<file path="src/verilog/pad_shell_config.svh">
/*
  Pad counts, widths and pad indices for the simulation pad shell.
  Include wherever a pad vector is sized or a pad is picked by index.
*/
`ifndef PAD_SHELL_CONFIG_SVH
`define PAD_SHELL_CONFIG_SVH

////////////////////////////////////////////////////////////////////////////
// counts and widths
////////////////////////////////////////////////////////////////////////////

// multiplexed and dedicated pads on the core side
`define NUM_MIO_PADS 47
`define NUM_DIO_PADS 16

// chip gpio pins
`define GPIO_WIDTH 32

// pull_select and pull_en per pad
`define PAD_ATTR_WIDTH 2

// fake supply counter, saturates at all ones
`define SUPPLY_CNT_WIDTH 4

////////////////////////////////////////////////////////////////////////////
// mio pad indices
////////////////////////////////////////////////////////////////////////////

// Iob6..Iob12 occupy 15..21
`define MIO_IOB6 15
// Ioc0..Ioc2 occupy 22..24, the sw straps
`define MIO_IOC0 22
`define MIO_IOC3 25
`define MIO_IOC4 26
`define MIO_IOC5 27
`define MIO_IOC7 29
`define MIO_IOC8 30
// Ior5..Ior7 then Ior10..Ior13 occupy 40..46
`define MIO_IOR5 40

// dio pad indices
`define DIO_USB_DP  0
`define DIO_USB_DN  1
`define DIO_SPI_SCK 2
`define DIO_SPI_CSB 3
`define DIO_SPI_SD0 4
`define DIO_SPI_SD1 5

`endif

</file>
<file path="src/verilog/pad_shell_pkg.sv">
/*
  Shared types for the pad shell: pad vectors and the pad attribute word.
*/
`include "pad_shell_config.svh"

package pad_shell_pkg;

  // one bit per multiplexed pad
  typedef logic [`NUM_MIO_PADS-1:0] mio_vec_t;

  // one bit per dedicated pad
  typedef logic [`NUM_DIO_PADS-1:0] dio_vec_t;

  // one bit per chip gpio pin
  typedef logic [`GPIO_WIDTH-1:0] gpio_vec_t;

  // attribute word as the core sends it, or split into its pull fields
  typedef union packed {
    logic [`PAD_ATTR_WIDTH-1:0] raw;
    struct packed {
      logic pull_select;
      logic pull_en;
    } fields;
  } pad_attr_u;

endpackage

</file>
<file path="src/verilog/pad_core_if.sv">
/*
  Core-side pad vectors shared between the shell top and the two mapping blocks.
  in_side fills the input vectors, out_side reads outputs, enables and attributes.
*/
`timescale 1ns/1ps
`include "pad_shell_config.svh"

interface pad_core_if;

  // pad to core
  pad_shell_pkg::mio_vec_t mio_in;
  pad_shell_pkg::dio_vec_t dio_in;

  // core to pad
  pad_shell_pkg::mio_vec_t mio_out;
  pad_shell_pkg::mio_vec_t mio_oe;
  pad_shell_pkg::pad_attr_u [`NUM_MIO_PADS-1:0] mio_attr;
  pad_shell_pkg::dio_vec_t dio_out;
  pad_shell_pkg::dio_vec_t dio_oe;

  modport in_side (
    output mio_in,
    output dio_in
  );

  modport out_side (
    input mio_out,
    input mio_oe,
    input mio_attr,
    input dio_out,
    input dio_oe
  );

endinterface

</file>
<file path="src/verilog/pad_in_map.sv">
/*
  Places chip input pins onto the core's MIO and DIO input vectors.
  Purely combinational, pads without a pin read as zero.
*/
`timescale 1ns/1ps
`include "pad_shell_config.svh"

module pad_in_map (
  pad_core_if.in_side              core,
  input pad_shell_pkg::gpio_vec_t  gpio_p2d_i,
  input logic                      uart_rx_p2d_i,
  input logic                      spi_sck_p2d_i,
  input logic                      spi_csb_p2d_i,
  input logic                      spi_sdi_p2d_i,
  input logic                      usb_sense_p2d_i,
  input logic                      usb_dp_p2d_i,
  input logic                      usb_dn_p2d_i
);

  pad_shell_pkg::mio_vec_t mio_vec;
  pad_shell_pkg::dio_vec_t dio_vec;

  always_comb begin : build_mio
    mio_vec = '0;
    // generic gpios, 7 on Iob6..12 and 7 on Ior5..13
    mio_vec[`MIO_IOB6 +: 7] = gpio_p2d_i[6:0];
    mio_vec[`MIO_IOR5 +: 7] = gpio_p2d_i[13:7];
    // sw straps
    mio_vec[`MIO_IOC0 +: 3] = gpio_p2d_i[24:22];
    // tap straps
    mio_vec[`MIO_IOC5] = gpio_p2d_i[27];
    mio_vec[`MIO_IOC8] = gpio_p2d_i[30];
    // uart rx and vbus sense
    mio_vec[`MIO_IOC3] = uart_rx_p2d_i;
    mio_vec[`MIO_IOC7] = usb_sense_p2d_i;
  end

  always_comb begin : build_dio
    dio_vec = '0;
    dio_vec[`DIO_SPI_SCK] = spi_sck_p2d_i;
    dio_vec[`DIO_SPI_CSB] = spi_csb_p2d_i;
    // host data in lands on sd0
    dio_vec[`DIO_SPI_SD0] = spi_sdi_p2d_i;
    dio_vec[`DIO_USB_DP]  = usb_dp_p2d_i;
    dio_vec[`DIO_USB_DN]  = usb_dn_p2d_i;
  end

  assign core.mio_in = mio_vec;
  assign core.dio_in = dio_vec;

endmodule

</file>
<file path="src/verilog/pad_out_map.sv">
/*
  Drives chip output pins, enables and gpio pull vectors from core pad outputs.
  Purely combinational, gpio bits without a pad stay at zero.
*/
`timescale 1ns/1ps
`include "pad_shell_config.svh"

module pad_out_map (
  pad_core_if.out_side              core,
  // gpio
  output pad_shell_pkg::gpio_vec_t  gpio_d2p_o,
  output pad_shell_pkg::gpio_vec_t  gpio_en_d2p_o,
  output pad_shell_pkg::gpio_vec_t  gpio_pull_en_o,
  output pad_shell_pkg::gpio_vec_t  gpio_pull_select_o,
  // uart
  output logic                      uart_tx_d2p_o,
  output logic                      uart_tx_en_d2p_o,
  // spi device
  output logic                      spi_sdo_d2p_o,
  output logic                      spi_sdo_en_d2p_o,
  // usb
  output logic                      usb_dp_d2p_o,
  output logic                      usb_dp_en_d2p_o,
  output logic                      usb_dn_d2p_o,
  output logic                      usb_dn_en_d2p_o,
  output logic                      usb_d_en_d2p_o
);

  ////////////////////////////////////////////////////////////////////////////
  // gpio order
  ////////////////////////////////////////////////////////////////////////////

  // same bit to pad order as the input map, unmapped bits are zero
  function automatic pad_shell_pkg::gpio_vec_t gpio_gather(
    input pad_shell_pkg::mio_vec_t pads
  );
    pad_shell_pkg::gpio_vec_t g;
    g = '0;
    // generic gpios
    g[6:0]   = pads[`MIO_IOB6 +: 7];
    g[13:7]  = pads[`MIO_IOR5 +: 7];
    // sw straps
    g[24:22] = pads[`MIO_IOC0 +: 3];
    // tap straps
    g[27]    = pads[`MIO_IOC5];
    g[30]    = pads[`MIO_IOC8];
    return g;
  endfunction

  ////////////////////////////////////////////////////////////////////////////
  // pull attributes
  ////////////////////////////////////////////////////////////////////////////

  pad_shell_pkg::mio_vec_t pull_en_pads;
  pad_shell_pkg::mio_vec_t pull_sel_pads;

  // split each attribute word into its two pull bits
  always_comb begin : split_attr
    for (int i = 0; i < `NUM_MIO_PADS; i++) begin
      pull_en_pads[i]  = core.mio_attr[i].fields.pull_en;
      pull_sel_pads[i] = core.mio_attr[i].fields.pull_select;
    end
  end

  // pull vectors share the gpio order so a pin model can pair them with data
  assign gpio_pull_en_o     = gpio_gather(pull_en_pads);
  assign gpio_pull_select_o = gpio_gather(pull_sel_pads);

  // gpio data and enables
  assign gpio_d2p_o    = gpio_gather(core.mio_out);
  assign gpio_en_d2p_o = gpio_gather(core.mio_oe);

  ////////////////////////////////////////////////////////////////////////////
  // peripheral pins
  ////////////////////////////////////////////////////////////////////////////

  // uart tx on Ioc4
  assign uart_tx_d2p_o    = core.mio_out[`MIO_IOC4];
  assign uart_tx_en_d2p_o = core.mio_oe[`MIO_IOC4];

  // device data out leaves on sd1
  assign spi_sdo_d2p_o    = core.dio_out[`DIO_SPI_SD1];
  assign spi_sdo_en_d2p_o = core.dio_oe[`DIO_SPI_SD1];

  // usb differential pair
  assign usb_dp_d2p_o    = core.dio_out[`DIO_USB_DP];
  assign usb_dp_en_d2p_o = core.dio_oe[`DIO_USB_DP];
  assign usb_dn_d2p_o    = core.dio_out[`DIO_USB_DN];
  assign usb_dn_en_d2p_o = core.dio_oe[`DIO_USB_DN];

  // single-ended d output is enabled together with dp
  assign usb_d_en_d2p_o = core.dio_oe[`DIO_USB_DP];

endmodule

</file>
<file path="src/verilog/por_supply_seq.sv">
/*
  Fake supply ramp for simulation: a saturating counter whose value is decoded
  into a low, high, low, high power-ok pattern that serves as the chip POR.
*/
`timescale 1ns/1ps
`include "pad_shell_config.svh"

module por_supply_seq (
  input  logic clk_aon,
  input  logic rst_n_i,
  output logic por_n_o
);

  // phase boundaries of the pok pattern
  localparam logic [`SUPPLY_CNT_WIDTH-1:0] FIRST_RISE = `SUPPLY_CNT_WIDTH'(4);
  localparam logic [`SUPPLY_CNT_WIDTH-1:0] DIP_START  = `SUPPLY_CNT_WIDTH'(8);
  localparam logic [`SUPPLY_CNT_WIDTH-1:0] FINAL_RISE = `SUPPLY_CNT_WIDTH'(12);

  logic [`SUPPLY_CNT_WIDTH-1:0] supply_cnt;

  // count up once per edge and hold at all ones
  always_ff @(posedge clk_aon) begin
    if (!rst_n_i) begin
      supply_cnt <= '0;
    end else if (supply_cnt != '1) begin
      supply_cnt <= supply_cnt + 1'b1;
    end
  end

  // supply comes up, drops once, then stays up
  always_comb begin : decode_pok
    if (supply_cnt < FIRST_RISE) begin
      por_n_o = 1'b0;
    end else if (supply_cnt < DIP_START) begin
      por_n_o = 1'b1;
    end else if (supply_cnt < FINAL_RISE) begin
      por_n_o = 1'b0;
    end else begin
      por_n_o = 1'b1;
    end
  end

endmodule

</file>
<file path="src/verilog/chip_pad_shell.sv">
/*
  Pad shell of the simulation chip top. The core sits outside as plain ports;
  pins map to and from its MIO/DIO vectors and a fake POR is generated on clk_aon.
*/
`timescale 1ns/1ps
`include "pad_shell_config.svh"

module chip_pad_shell (
  input  logic                                        clk_aon,
  input  logic                                        rst_n_i,

  // gpio pins
  input  pad_shell_pkg::gpio_vec_t                    gpio_p2d_i,
  output pad_shell_pkg::gpio_vec_t                    gpio_d2p_o,
  output pad_shell_pkg::gpio_vec_t                    gpio_en_d2p_o,
  output pad_shell_pkg::gpio_vec_t                    gpio_pull_en_o,
  output pad_shell_pkg::gpio_vec_t                    gpio_pull_select_o,

  // uart pins
  input  logic                                        uart_rx_p2d_i,
  output logic                                        uart_tx_d2p_o,
  output logic                                        uart_tx_en_d2p_o,

  // spi device pins
  input  logic                                        spi_sck_p2d_i,
  input  logic                                        spi_csb_p2d_i,
  input  logic                                        spi_sdi_p2d_i,
  output logic                                        spi_sdo_d2p_o,
  output logic                                        spi_sdo_en_d2p_o,

  // usb pins
  input  logic                                        usb_sense_p2d_i,
  input  logic                                        usb_dp_p2d_i,
  input  logic                                        usb_dn_p2d_i,
  output logic                                        usb_dp_d2p_o,
  output logic                                        usb_dp_en_d2p_o,
  output logic                                        usb_dn_d2p_o,
  output logic                                        usb_dn_en_d2p_o,
  output logic                                        usb_d_en_d2p_o,

  // core side, multiplexed pads
  input  pad_shell_pkg::mio_vec_t                     mio_out_i,
  input  pad_shell_pkg::mio_vec_t                     mio_oe_i,
  input  logic [`NUM_MIO_PADS*`PAD_ATTR_WIDTH-1:0]    mio_attr_i,
  output pad_shell_pkg::mio_vec_t                     mio_in_o,

  // core side, dedicated pads
  input  pad_shell_pkg::dio_vec_t                     dio_out_i,
  input  pad_shell_pkg::dio_vec_t                     dio_oe_i,
  output pad_shell_pkg::dio_vec_t                     dio_in_o,

  // fake power-on reset
  output logic                                        por_n_o
);

  pad_core_if core ();

  ////////////////////////////////////////////////////////////////////////////
  // core side
  ////////////////////////////////////////////////////////////////////////////

  assign core.mio_out = mio_out_i;
  assign core.mio_oe  = mio_oe_i;
  assign core.dio_out = dio_out_i;
  assign core.dio_oe  = dio_oe_i;

  // pad n arrives at bits 2n+1..2n as a raw word
  for (genvar p = 0; p < `NUM_MIO_PADS; p++) begin : g_attr
    assign core.mio_attr[p].raw = mio_attr_i[p*`PAD_ATTR_WIDTH +: `PAD_ATTR_WIDTH];
  end

  assign mio_in_o = core.mio_in;
  assign dio_in_o = core.dio_in;

  ////////////////////////////////////////////////////////////////////////////
  // pad mapping and supply sequence
  ////////////////////////////////////////////////////////////////////////////

  pad_in_map u_pad_in_map (
    .core            (core),
    .gpio_p2d_i      (gpio_p2d_i),
    .uart_rx_p2d_i   (uart_rx_p2d_i),
    .spi_sck_p2d_i   (spi_sck_p2d_i),
    .spi_csb_p2d_i   (spi_csb_p2d_i),
    .spi_sdi_p2d_i   (spi_sdi_p2d_i),
    .usb_sense_p2d_i (usb_sense_p2d_i),
    .usb_dp_p2d_i    (usb_dp_p2d_i),
    .usb_dn_p2d_i    (usb_dn_p2d_i)
  );

  pad_out_map u_pad_out_map (
    .core               (core),
    .gpio_d2p_o         (gpio_d2p_o),
    .gpio_en_d2p_o      (gpio_en_d2p_o),
    .gpio_pull_en_o     (gpio_pull_en_o),
    .gpio_pull_select_o (gpio_pull_select_o),
    .uart_tx_d2p_o      (uart_tx_d2p_o),
    .uart_tx_en_d2p_o   (uart_tx_en_d2p_o),
    .spi_sdo_d2p_o      (spi_sdo_d2p_o),
    .spi_sdo_en_d2p_o   (spi_sdo_en_d2p_o),
    .usb_dp_d2p_o       (usb_dp_d2p_o),
    .usb_dp_en_d2p_o    (usb_dp_en_d2p_o),
    .usb_dn_d2p_o       (usb_dn_d2p_o),
    .usb_dn_en_d2p_o    (usb_dn_en_d2p_o),
    .usb_d_en_d2p_o     (usb_d_en_d2p_o)
  );

  // stands in for the analog supply monitor
  por_supply_seq u_por_supply_seq (
    .clk_aon (clk_aon),
    .rst_n_i (rst_n_i),
    .por_n_o (por_n_o)
  );

endmodule

</file>
<file path="config.mk">
export PLATFORM = sky130hd
export DESIGN_NAME = chip_pad_shell
export DESIGN_NICKNAME = d
export VERILOG_FILES = /design/src/verilog/pad_shell_pkg.sv /design/src/verilog/pad_core_if.sv /design/src/verilog/pad_in_map.sv /design/src/verilog/pad_out_map.sv /design/src/verilog/por_supply_seq.sv /design/src/verilog/chip_pad_shell.sv
export VERILOG_INCLUDE_DIRS = /design/src /design/src/verilog
export SDC_FILE = /design/constraint.sdc
export NUM_CORES = 1
export LEC_CHECK = 0
export BUFFER_PORTS_ARGS = -buffer_cell sky130_fd_sc_hd__buf_2
export CAP_MARGIN = 20
export CORE_AREA = 2 2 181 183
export CTS_CLUSTER_DIAMETER = 150
export CTS_CLUSTER_SIZE = 12
export DETAILED_ROUTE_END_ITERATION = 10
export DIE_AREA = 0 0 183 185
export GPL_TIMING_DRIVEN = 0
export PLACE_DENSITY = 0.32
export SETUP_SLACK_MARGIN = 0.05
export SLEW_MARGIN = 15
export SYNTH_ARGS = -nofsm -noshare
export SYNTH_HDL_FRONTEND = slang
export SYNTH_SLANG_ARGS = --single-unit
export TNS_END_PERCENT = 20
</file>
<file path="constraint.sdc">
create_clock -name clk_aon -period 1.3 [get_ports clk_aon]
set_input_delay 0.195 -clock clk_aon [delete_from_list [all_inputs] [get_ports clk_aon]]
set_output_delay 0.195 -clock clk_aon [all_outputs]
set_load 0.03 [all_outputs]
</file>
# == Word-level counts from Yosys, hierarchy flattened ==
# Index checks and enable logic that the tools add are counted.
# op_classes
n_mux,3
n_eq_ne,1
order_cmp,3
n_addsub,1
# ops
cell,count
"< comparator 4 bit, second input constant",2
"adder 4 x 1 -> 4 bit, second input constant",1
"< comparator 4 x 3 -> 1 bit, second input constant",1
"inequality test 4 bit, second input constant",1
2-to-1 mux 1 bit,3
# totals
inputBits,261
wordCells,9
ff_bits,4
output_inout_bits,201

# == Logic depth before layout (Yosys ltp) ==
# Gate-level depths: netlist of the first run.
# logic_depth
word_depth,4
ltp_mapped,3
mapped_depth_nobuf,3

# == Modules after synthesis ==
# From an unflattened synthesis of the first run, not the netlist that was laid out.
# hier_totals
cells_unflattened,222
hier_area_um2,1697.9
# by_module_without_submodules
mod,seq_area_each_um2,instances,area_each_um2,cells_each
pad_out_map,0.0,1,1032.2,138
pad_in_map,0.0,1,476.7,64
por_supply_seq,80.1,1,188.9,20

# == Worst setup path after synthesis of the first run ==
# Ideal clock, no wire load.
# synth_path
kind,register -> register
start,register u_por_supply_seq.supply_cnt[0]
end,register u_por_supply_seq.supply_cnt[0]
required_time_ps,1228
slack_ps,325
path_stages_with_launch,4
path_buffers,0
t_arrival_ps,904
cell_sequence,dfxtp_1 -> ha_1 -> and3_4 -> mux2i_1
# synth_between
elab_chain_len,1
# synth_lines
element,line_no,source
from (decl),por_supply_seq.sv:19,logic [`SUPPLY_CNT_WIDTH-1:0] supply_cnt;
from (signal assigned),por_supply_seq.sv:26,supply_cnt <= supply_cnt + 1'b1;
adder 4 x 1 -> 4 bit / inequality test 4 bit (equally long branches),"por_supply_seq.sv:26, por_supply_seq.sv:25",
# Parallel ways exist; a longest one is shown, timed or not.
# A chain may end at the register's enable or synchronous reset.

# == Worst setup path after layout of the first run ==
# layout_path
start,register u_por_supply_seq.supply_cnt[2]
end,output port por_n_o
# layout_between
elab_chain_len,4
# layout_lines
element,line_no,source
< comparator 4 bit,por_supply_seq.sv:36,end else if (supply_cnt < FINAL_RISE) begin
2-to-1 mux 1 bit,por_supply_seq.sv:36,
2-to-1 mux 1 bit,por_supply_seq.sv:34,end else if (supply_cnt < DIP_START) begin
2-to-1 mux 1 bit (*),por_supply_seq.sv:32,if (supply_cnt < FIRST_RISE) begin
to (decl),chip_pad_shell.sv:53,output logic por_n_o
# Mark *: on every way between the ends. The rest lies on a longest branch, timed or not.

==> results of run 1 <==
## area by class of cell
| type | count | area, um^2 |
|---|---|---|
| flip-flops and latches | 4 | 80.1 |
| well taps | 408 | 510 |
| fillers | 3739 | 28900 |
| multi-input cells | 102 | 432 |
| plain buffers | 201 | 1510 |
| inverters | 1 | 3.75 |
| repair buffers | 113 | 566 |
| clock buffers | 3 | 75.1 |
## cells in the mapped netlist
library cell  instances
a31oi_1               1
o21ai_0               1
o211a_1               1
nand2_1               3
conb_1                1
and3_4                1
clkbuf_1              1
a31o_2                1
buf_4               200
ha_1                  1
dfxtp_1               4
inv_1                 1
nand4_1               1
mux2i_1               2
nand2b_1              1
## final timing paths
check | from | endpoint | slack (ps)
worst max-delay path | u_por_supply_seq.supply_cnt[2]$_SDFFE_PN0P_ | por_n_o | 190
worst max register to register | u_por_supply_seq.supply_cnt[0]$_SDFFE_PN0P_ | u_por_supply_seq.supply_cnt[0]$_SDFFE_PN0P_ | 250
worst min register to register | u_por_supply_seq.supply_cnt[3]$_SDFFE_PN0P_ | u_por_supply_seq.supply_cnt[2]$_SDFFE_PN0P_ | 490
worst min-delay path | rst_n_i | u_por_supply_seq.supply_cnt[3]$_SDFFE_PN0P_ | 260
## logic make-up (layout without fill, tap and decap cells)
| kind of cell | count (synthesis) | count (layout) | share of synthesized area (%) |
|---|---|---|---|
| buffers and inverters | 202 | 318 | 89.3 |
| multiplexers | 2 | 2 | 1.18 |
| flip-flops | 4 | 4 | 4.74 |
| other | 1 | 89 | 0.222 |
| AO/OA/AOI/OAI | 4 | 4 | 1.78 |
| AND/OR/NAND/NOR | 6 | 6 | 2.07 |
| adder cells (fa/ha/maj) | 1 | 1 | 0.740 |
## power by group
part	switching, mW	internal (mW)
sequential	0.00889	0.132
clock	0.0814	0.392
combinational	0.866	0.518
## layer usage
| layer | GRT usage [%] | vias to the layer above | wire length, um |
|---|---|---|---|
| li1 | - | 790 | - |
| met1 | 1.83 | 597 | 1380 |
| met2 | 4.91 | 178 | 2730 |
| met3 | 0.511 | 4 | 773 |
| met4 | 0.960 | 0 | 68 |
| met5 | 0 | - | 0 |
## cells in the final DEF, fill, tap and decap left out
| cell | instances |
|---|---|
| mux2i_1 | 2 |
| ha_1 | 1 |
| inv_1 | 1 |
| buf_4 | 200 |
| buf_2 | 113 |
| o21ai_0 | 1 |
| and3_4 | 1 |
| a31o_2 | 1 |
| conb_1 | 89 |
| clkbuf_1 | 1 |
| dfxtp_1 | 4 |
| nand2b_1 | 1 |
| o211a_1 | 1 |
| nand4_1 | 1 |
| a31oi_1 | 1 |
| clkbuf_16 | 3 |
| nand2_1 | 3 |
## critical path, cell delays in order (launching register included)
cell and delay, ps:
dfxtp_1 390, clkbuf_1 110, buf_2 190
## through the flow
| step | power, mW | utilization (%) |
|---|---|---|
| floorplan | 1.34 | - |
| global placement | 1.52 | 9.66 |
| detailed placement | 1.52 | 9.66 |
| CTS | 2.00 | 9.90 |
| global route | 2.10 | 9.90 |
| finish | 2.00 | 9.90 |
==> out/metrics.cfg, run 1 <==
[critical_path]
kind_of_capture_point_of_the_worst_setup_path = output pin
worst-path-max-fanout = 6
crit_path_start_kind = register
setup.worst_path.class = register to output pin
cp_data_required_time_ps = 1110
ff2ff_path_depth = 3
critPathArrivalTime_ps = 910

[grt]
grt.overflow.total = 0
global_route_wire_length_before_repair_mm = 5.58
pin_count_of_the_biggest_net_entering_global_routing = 7
vias_in_the_first_global_route = 1065
antenna_found_initial = 0
groute.usage.overall_pct = 2.24

[clock_network]
clock_buffer_count_from_cts = 3
clock_latency_ps = 220
cts.htree.levels = 1
cts.root.buffer_cell = clkbuf_16
max-clock-path-buffers = 2
cts_resized = 0
clock_tree_from_tritoncts = yes
clock_transition_at_path_regs_ps = 30
clkSinkCount = 4
cts.repair_timing.setup_buffer_count = 0
cts.hold.buffers_added = 0

[layout]
reg_top3 = u_por_supply_seq.supply_cnt (4)
largest-register = u_por_supply_seq.supply_cnt
antenna_cells_inserted = 0
design.final.nets = 688
growth_of_design_area_from_synthesis_to_finish_pct = 87.6
final_cell_count_no_fill = 832
post_route_cells_drive_above_1_share_pct = 75.0
largest_register_ff_count = 4
stdcell_area_mm2 = 0.00317

[power]
maximum_vdd_ir_drop_mv = 0.373
static-leakage-power_nw = 1.87
pwr_density_cell_mw_per_mm2 = 630

[logic_synthesis]
ys.warnings.count = 0
mappedNetlistArea_mm2 = 0.00169
netlist.top_cell.by_area = buf_4
ys_ff_latch = 4
synth.distinct_cells = 15
post_synth.cell_area_avg_um2 = 7.68
synth_sequential_area_ratio_pct = 4.74
synthTopCellsByArea = buf_4 89%, dfxtp_1 4.7%, mux2i_1 1.2%
synth_top_area_share_pct = 88.8
postSynthCellCount = 220

[die]
row_count = 66
design.portCount = 462
start_util_pct = 5.28
die_w_um = 183
dieHeight_um = 185
design.die.area_mm2 = 0.0339
core_mm2 = 0.0320

[placed_design]
place.detailed.hpwl_mm = 4.82
finalWeightedCongestion = 0.681
dp.cells = 829
dpl_worst_slack_ps = 242
numPortBuffers = 113
placed_cell_area_mm2 = 0.00310

[routing]
routed_via_density = 1.89
route.detailed.wl_per_inst_um = 5.95
detail_route.wirelength_mm = 4.95
drt_iter0_drc = 8
route.antenna.remaining_nets = 0
drt_drc_violations_left = 0
via_count = 1569
dr_pass1_iterations = 4

[timing]
hold_ws_ps = 265
post-route-min-period_ps = 1110
report.final.setup_viol = 0
setup_ws_ps = 190
final_max_slew_viol_count = 0
finalClockSkew_ps = 0.482
final.setup.tns_ps = 0
max_clock_freq_ghz = 0.901
grt_setup_unrepaired = false
timing.final.crit_share_pct = 85.4
hold_viol_final = 0

[flow_run]
cap_viol_max_count = 0

[outcome]
run_status = finished, final reports clean

[hold_path]
min_path_cells = 2
worstHoldPathType = primary input to register

(Power assumes the default switching activity.)
==> run 2, diff against run 1 <==
Settings changed: CORE_AREA 2 2 181 183 to 3 3 176 178, DIE_AREA 0 0 183 185 to 0 0 179 181, PLACE_DENSITY 0.32 to 0.33.
==> out/metrics.cfg, run 2 (synthesis results as in run 1) <==
[layout]
stdcell_area_mm2 = 0.00315
largest_register_ff_count = 4
design.final.nets = 688
growth_of_design_area_from_synthesis_to_finish_pct = 86.3
largest-register = u_por_supply_seq.supply_cnt
post_route_cells_drive_above_1_share_pct = 75.0
final_core_util_pct = 10.7
antenna_cells_inserted = 0
final_common_cell = buf_4
reg_top3 = u_por_supply_seq.supply_cnt (4)
layout_common_cells = 200 x buf_4, 113 x buf_2, 89 x conb_1

[die]
start_util_pct = 5.72
design.portCount = 462
dieHeight_um = 181
core_mm2 = 0.0296
die_w_um = 179
row_count = 63
design.die.area_mm2 = 0.0324

[routing]
route.detailed.wl_per_inst_um = 6.32
dr_pass1_iterations = 4
drt_drc_violations_left = 0
routed_via_density = 1.93
detail_route.wirelength_mm = 5.14
via_count = 1569
drt_iter0_drc = 7
route.antenna.remaining_nets = 0

[timing]
report.final.setup_viol = 0
max_clock_freq_ghz = 0.902
hold_viol_final = 0
grt_setup_unrepaired = false
final.setup.tns_ps = 0
post-route-min-period_ps = 1110
finalClockSkew_ps = 1.92
final_max_slew_viol_count = 0
timing.final.crit_share_pct = 85.2

[power]
pwr_density_cell_mw_per_mm2 = 637
static-leakage-power_nw = 1.87
maximum_vdd_ir_drop_mv = 0.199

[clock_network]
clock_tree_from_tritoncts = yes
cts.root.buffer_cell = clkbuf_16
clock_latency_ps = 220
clock_buffer_count_from_cts = 3
cts.repair_timing.setup_buffer_count = 0
cts_resized = 0
cts.hold.buffers_added = 0
cts.htree.levels = 1
clkSinkCount = 4
clock_transition_at_path_regs_ps = 30
max-clock-path-buffers = 2

[critical_path]
critical_path.slowest_cell = dfxtp_1
crit_path_start_kind = register
critPathArrivalTime_ps = 1250
critical_path.top_delay_family = flip-flops
cpPeakStageDelay_ps = 390
ff2ff_path_depth = 3
setup.worst_path.class = register to register
worst-path-max-fanout = 5
worstSetupPathDepth = 3
critical_path_buf_inv_count = 0
kind_of_capture_point_of_the_worst_setup_path = register
worstPathCellList = ha_1 > and3_4 > mux2i_1
cp_data_required_time_ps = 1440

[hold_path]
min_path_cells = 2
worstHoldPathType = primary input to register

[placed_design]
numPortBuffers = 113
placed_cell_area_mm2 = 0.00307
place.detailed.hpwl_mm = 5.01
finalWeightedCongestion = 0.662

[grt]
global_route_wire_length_before_repair_mm = 6.25
pin_count_of_the_biggest_net_entering_global_routing = 7
vias_in_the_first_global_route = 1246
antenna_found_initial = 0
groute.usage.overall_pct = 2.46
grt.overflow.total = 0

[flow_run]
cap_viol_max_count = 0

[outcome]
run_status = finished, final reports clean

## run 2: cell counts in the layout (fill, tap and decap cells not counted)
Identical to the previous run, type by type.
## run 2: routing by layer
metal | wire (um) | track usage, %
met2 | 2950 | 5.42
met4 | 37 | 0.561
met5 | 0 | 0
met1 | 1360 | 2.26
met3 | 798 | 0.315
## run 2: worst register-to-register path: stages (launching register included)
cell and delay (ps):
dfxtp_1 390, ha_1 230, and3_4 220, mux2i_1 190
## run 2: final timing paths
| path | from | end | slack (ps) |
|---|---|---|---|
| max | u_por_supply_seq.supply_cnt[0]$_SDFFE_PN0P_ | u_por_supply_seq.supply_cnt[1]$_SDFFE_PN0P_ | 190 |
| min | rst_n_i | u_por_supply_seq.supply_cnt[3]$_SDFFE_PN0P_ | 260 |
| max reg2reg | u_por_supply_seq.supply_cnt[0]$_SDFFE_PN0P_ | u_por_supply_seq.supply_cnt[1]$_SDFFE_PN0P_ | 190 |
| min reg2reg | u_por_supply_seq.supply_cnt[3]$_SDFFE_PN0P_ | u_por_supply_seq.supply_cnt[2]$_SDFFE_PN0P_ | 490 |
## run 2: final cells by class
type | instances | area (um^2)
flip-flops and latches | 4 | 80.1
inverters | 1 | 3.75
multi-input cells | 102 | 432
fillers | 3457 | 26400
plain buffers | 201 | 1510
repair buffers | 113 | 566
clock buffers | 3 | 75.1
well taps | 390 | 488
## run 2: metrics by stage
stage	hold slack (ps)	setup WS [ps]	total power, mW	cells
3_3_place_gp	480	201	1.52	811
5_1_grt	262	130	2.10	814
2_1_floorplan	328	325	1.34	308
3_5_place_dp	479	216	1.52	811
6_report	259	192	2.01	814
4_1_cts	258	181	2.00	814
## run 2: report_power, final
part / total, mW / leakage, nW / switching, mW / internal, mW
Combinational: 1.39 / 1.80 / 0.870 / 0.518
Sequential: 0.141 / 0.0329 / 0.00911 / 0.132
Clock: 0.477 / 0.0370 / 0.0843 / 0.393
Total: 2.01 / 1.87 / 0.964 / 1.04
==> run 3, diff against run 2 <==
Settings changed: CORE_AREA 3 3 176 178 to 3 3 179 181, DIE_AREA 0 0 179 181 to 0 0 182 184, PLACE_DENSITY 0.33 to 0.32, SYNTH_HIERARCHICAL set to 1.
Clock period 1.3 ns to 1.35 ns, I/O delays scaled along.
==> out/metrics.cfg, run 3 <==
[placed_design]
placed_cell_area_mm2 = 0.00309
numPortBuffers = 113
finalWeightedCongestion = 0.628

[logic_synthesis]
count_of_flip_flops_with_a_built_in_enable_after_synthesis = 0
synth_ff_type = dfxtp_1
ys_ff_latch = 4
async_s_r_ff_share_synth_pct = 0
netlist.top_cell.by_area = buf_4
synthTopCellsByArea = buf_4 88%, dfxtp_1 4.7%, mux2i_1 1.2%
post_synth.cell_area_avg_um2 = 7.65
post_synth_most_frequent_cells = 200 x buf_4, 4 x dfxtp_1, 3 x nand2_1
synthMuxAreaShare_pct = 1.18
synth_sequential_area_ratio_pct = 4.72
mappedNetlistArea_mm2 = 0.00170
ys.warnings.count = 6
main_combinational_cell_family_by_area_after_synthesis = buffers and inverters
yosys.area_share.adder_pct = 0.737
synth_top_area_share_pct = 88.4
post-synth-top-count-cell = buf_4
synth.distinct_cells = 15
synth_simple_gate_area_share_pct = 2.28
synth-xor-area-share_pct = 0
synth_area_in_compound_gates_pct = 1.77
postSynthCellCount = 222

[clock_network]
clock_latency_ps = 220
cts.repair_timing.setup_buffer_count = 0
clock_tree_from_tritoncts = yes
clkSinkCount = 4
clock_buffer_count_from_cts = 3
cts_resized = 0
cts.root.buffer_cell = clkbuf_16
cts.hold.buffers_added = 0
max-clock-path-buffers = 2
cts.htree.levels = 1
clock_transition_at_path_regs_ps = 30

[layout]
stdcell_area_mm2 = 0.00316
largest_register_ff_count = 4
largest-register = u_por_supply_seq/supply_cnt
final_common_cell = buf_4
design.final.nets = 689
growth_of_design_area_from_synthesis_to_finish_pct = 86.1
reg_top3 = u_por_supply_seq/supply_cnt (4)
post_route_cells_drive_above_1_share_pct = 74.8
layout_common_cells = 200 x buf_4, 113 x buf_2, 89 x conb_1
antenna_cells_inserted = 0

[hold_path]
worstHoldPathType = primary input to register
hp-start = rst_n_i
min_path_cells = 2
whs_endpoint = u_por_supply_seq/supply_cnt[3]$_SDFFE_PN0P_

[die]
design.portCount = 462
dieHeight_um = 184
core_mm2 = 0.0306
design.die.area_mm2 = 0.0335
start_util_pct = 5.55
row_count = 64
die_w_um = 182

[routing]
dr_pass1_iterations = 4
via_count = 1536
route.antenna.remaining_nets = 0
detail_route.wirelength_mm = 4.90
drt_iter0_drc = 7
drt_drc_violations_left = 0
route.detailed.wl_per_inst_um = 5.97
routed_via_density = 1.87

[critical_path]
worst-path-max-fanout = 6
crit-reg2reg-launch = u_por_supply_seq/supply_cnt[0]$_SDFFE_PN0P_
kind_of_capture_point_of_the_worst_setup_path = output pin
critPathArrivalTime_ps = 930
cp_data_required_time_ps = 1150
rrSetupSlack_ps = 300
setup.worst_path.class = register to output pin
ff2ff_path_depth = 3
crit_path_start_kind = register
regToRegEndpoint = u_por_supply_seq/supply_cnt[3]$_SDFFE_PN0P_

[timing]
grt_setup_unrepaired = false
finalClockSkew_ps = 0.481
final.setup.tns_ps = 0
max_clock_freq_ghz = 0.882
post-route-min-period_ps = 1130
hold_ws_ps = 276
hold_viol_final = 0
report.final.setup_viol = 0
final_max_slew_viol_count = 0
timing.final.crit_share_pct = 84.0

[power]
static-leakage-power_nw = 1.88
power.internal_mw = 1.00
power_frac_comb_pct = 69.4
sequential_power_share_pct = 7.1
pwr_density_cell_mw_per_mm2 = 609
p_clk_share_pct = 23.6
swShare_pct = 47.8
totalPowerFinal_mw = 1.92
total_switching_power_mw = 0.920
maximum_vdd_ir_drop_mv = 0.420

[grt]
met1_usage_pct = 2.10
pin_count_of_the_biggest_net_entering_global_routing = 7
global_route_wire_length_before_repair_mm = 5.71
antenna_found_initial = 0
use_met2_pct = 4.33
grt.overflow.total = 0
vias_in_the_first_global_route = 1163
groute.layer.met3.usage_pct = 0.574
grt_busiest_layer = met2
groute.usage.overall_pct = 2.12

[flow_run]
cap_viol_max_count = 0

[outcome]
run_status = finished, final reports clean

-- run 3: kinds of logic after synthesis --
kind of cell / Yosys count
and+or+nand+nor: 7
adders and majority gates: 1
buffers and inverters: 202
muxes: 2
other: 2
DFF: 4
AOI/OAI and AO/OA: 4
-- run 3: critical path, cell delays in order (launching register included) --
cell and delay (ps):
dfxtp_1 410, clkbuf_1 110, buf_2 190
-- run 3: worst max-delay path by stage --
stage | cells past startpoint | endpoint | from | slack, ps
floorplan | 3 | u_por_supply_seq/supply_cnt[3]$_SDFFE_PN0P_ | u_por_supply_seq/supply_cnt[0]$_SDFFE_PN0P_ | 360
detailed placement | 3 | u_por_supply_seq/supply_cnt[3]$_SDFFE_PN0P_ | u_por_supply_seq/supply_cnt[0]$_SDFFE_PN0P_ | 310
global placement | 3 | u_por_supply_seq/supply_cnt[3]$_SDFFE_PN0P_ | u_por_supply_seq/supply_cnt[0]$_SDFFE_PN0P_ | 300
finish | 2 | por_n_o | u_por_supply_seq/supply_cnt[2]$_SDFFE_PN0P_ | 220
CTS | 2 | por_n_o | u_por_supply_seq/supply_cnt[2]$_SDFFE_PN0P_ | 200
global route | 2 | por_n_o | u_por_supply_seq/supply_cnt[2]$_SDFFE_PN0P_ | 150
-- run 3: per-stage QoR --
stage | worst slack, ps | cells | util [%]
floorplan | 362 | 309 | -
global placement | 296 | 818 | 10.1
detailed placement | 308 | 818 | 10.1
CTS | 204 | 821 | 10.3
global route | 145 | 821 | 10.3
finish | 217 | 821 | 10.3
-- run 3: area by class of cell --
type                       instances  area, um^2
clock buffer                       3        75.1
timing repair buffer             113         566
tap                              396         495
sequential                         4        80.1
fill                            3562       27400
inverter                           1        3.75
multi-input combinational        103         435
buffer                           201        1510
-- run 3: power by group through the flow --
stage          combinational (mW)  clock, mW  sequential [mW]
3_3_place_gp                 1.32          0            0.137
4_1_cts                      1.33      0.465            0.136
3_5_place_dp                 1.32          0            0.137
2_1_floorplan                1.15          0            0.135
5_1_grt                      1.41      0.474            0.137
6_report                     1.34      0.453            0.136
-- run 3: per-layer routing --
| layer | routed length [um] | part of all wire [%] |
|---|---|---|
| met1 | 1400 | 29 |
| met2 | 2760 | 56 |
| met3 | 726 | 15 |
| met4 | 17 | 0.35 |
| met5 | 0 | 0 |
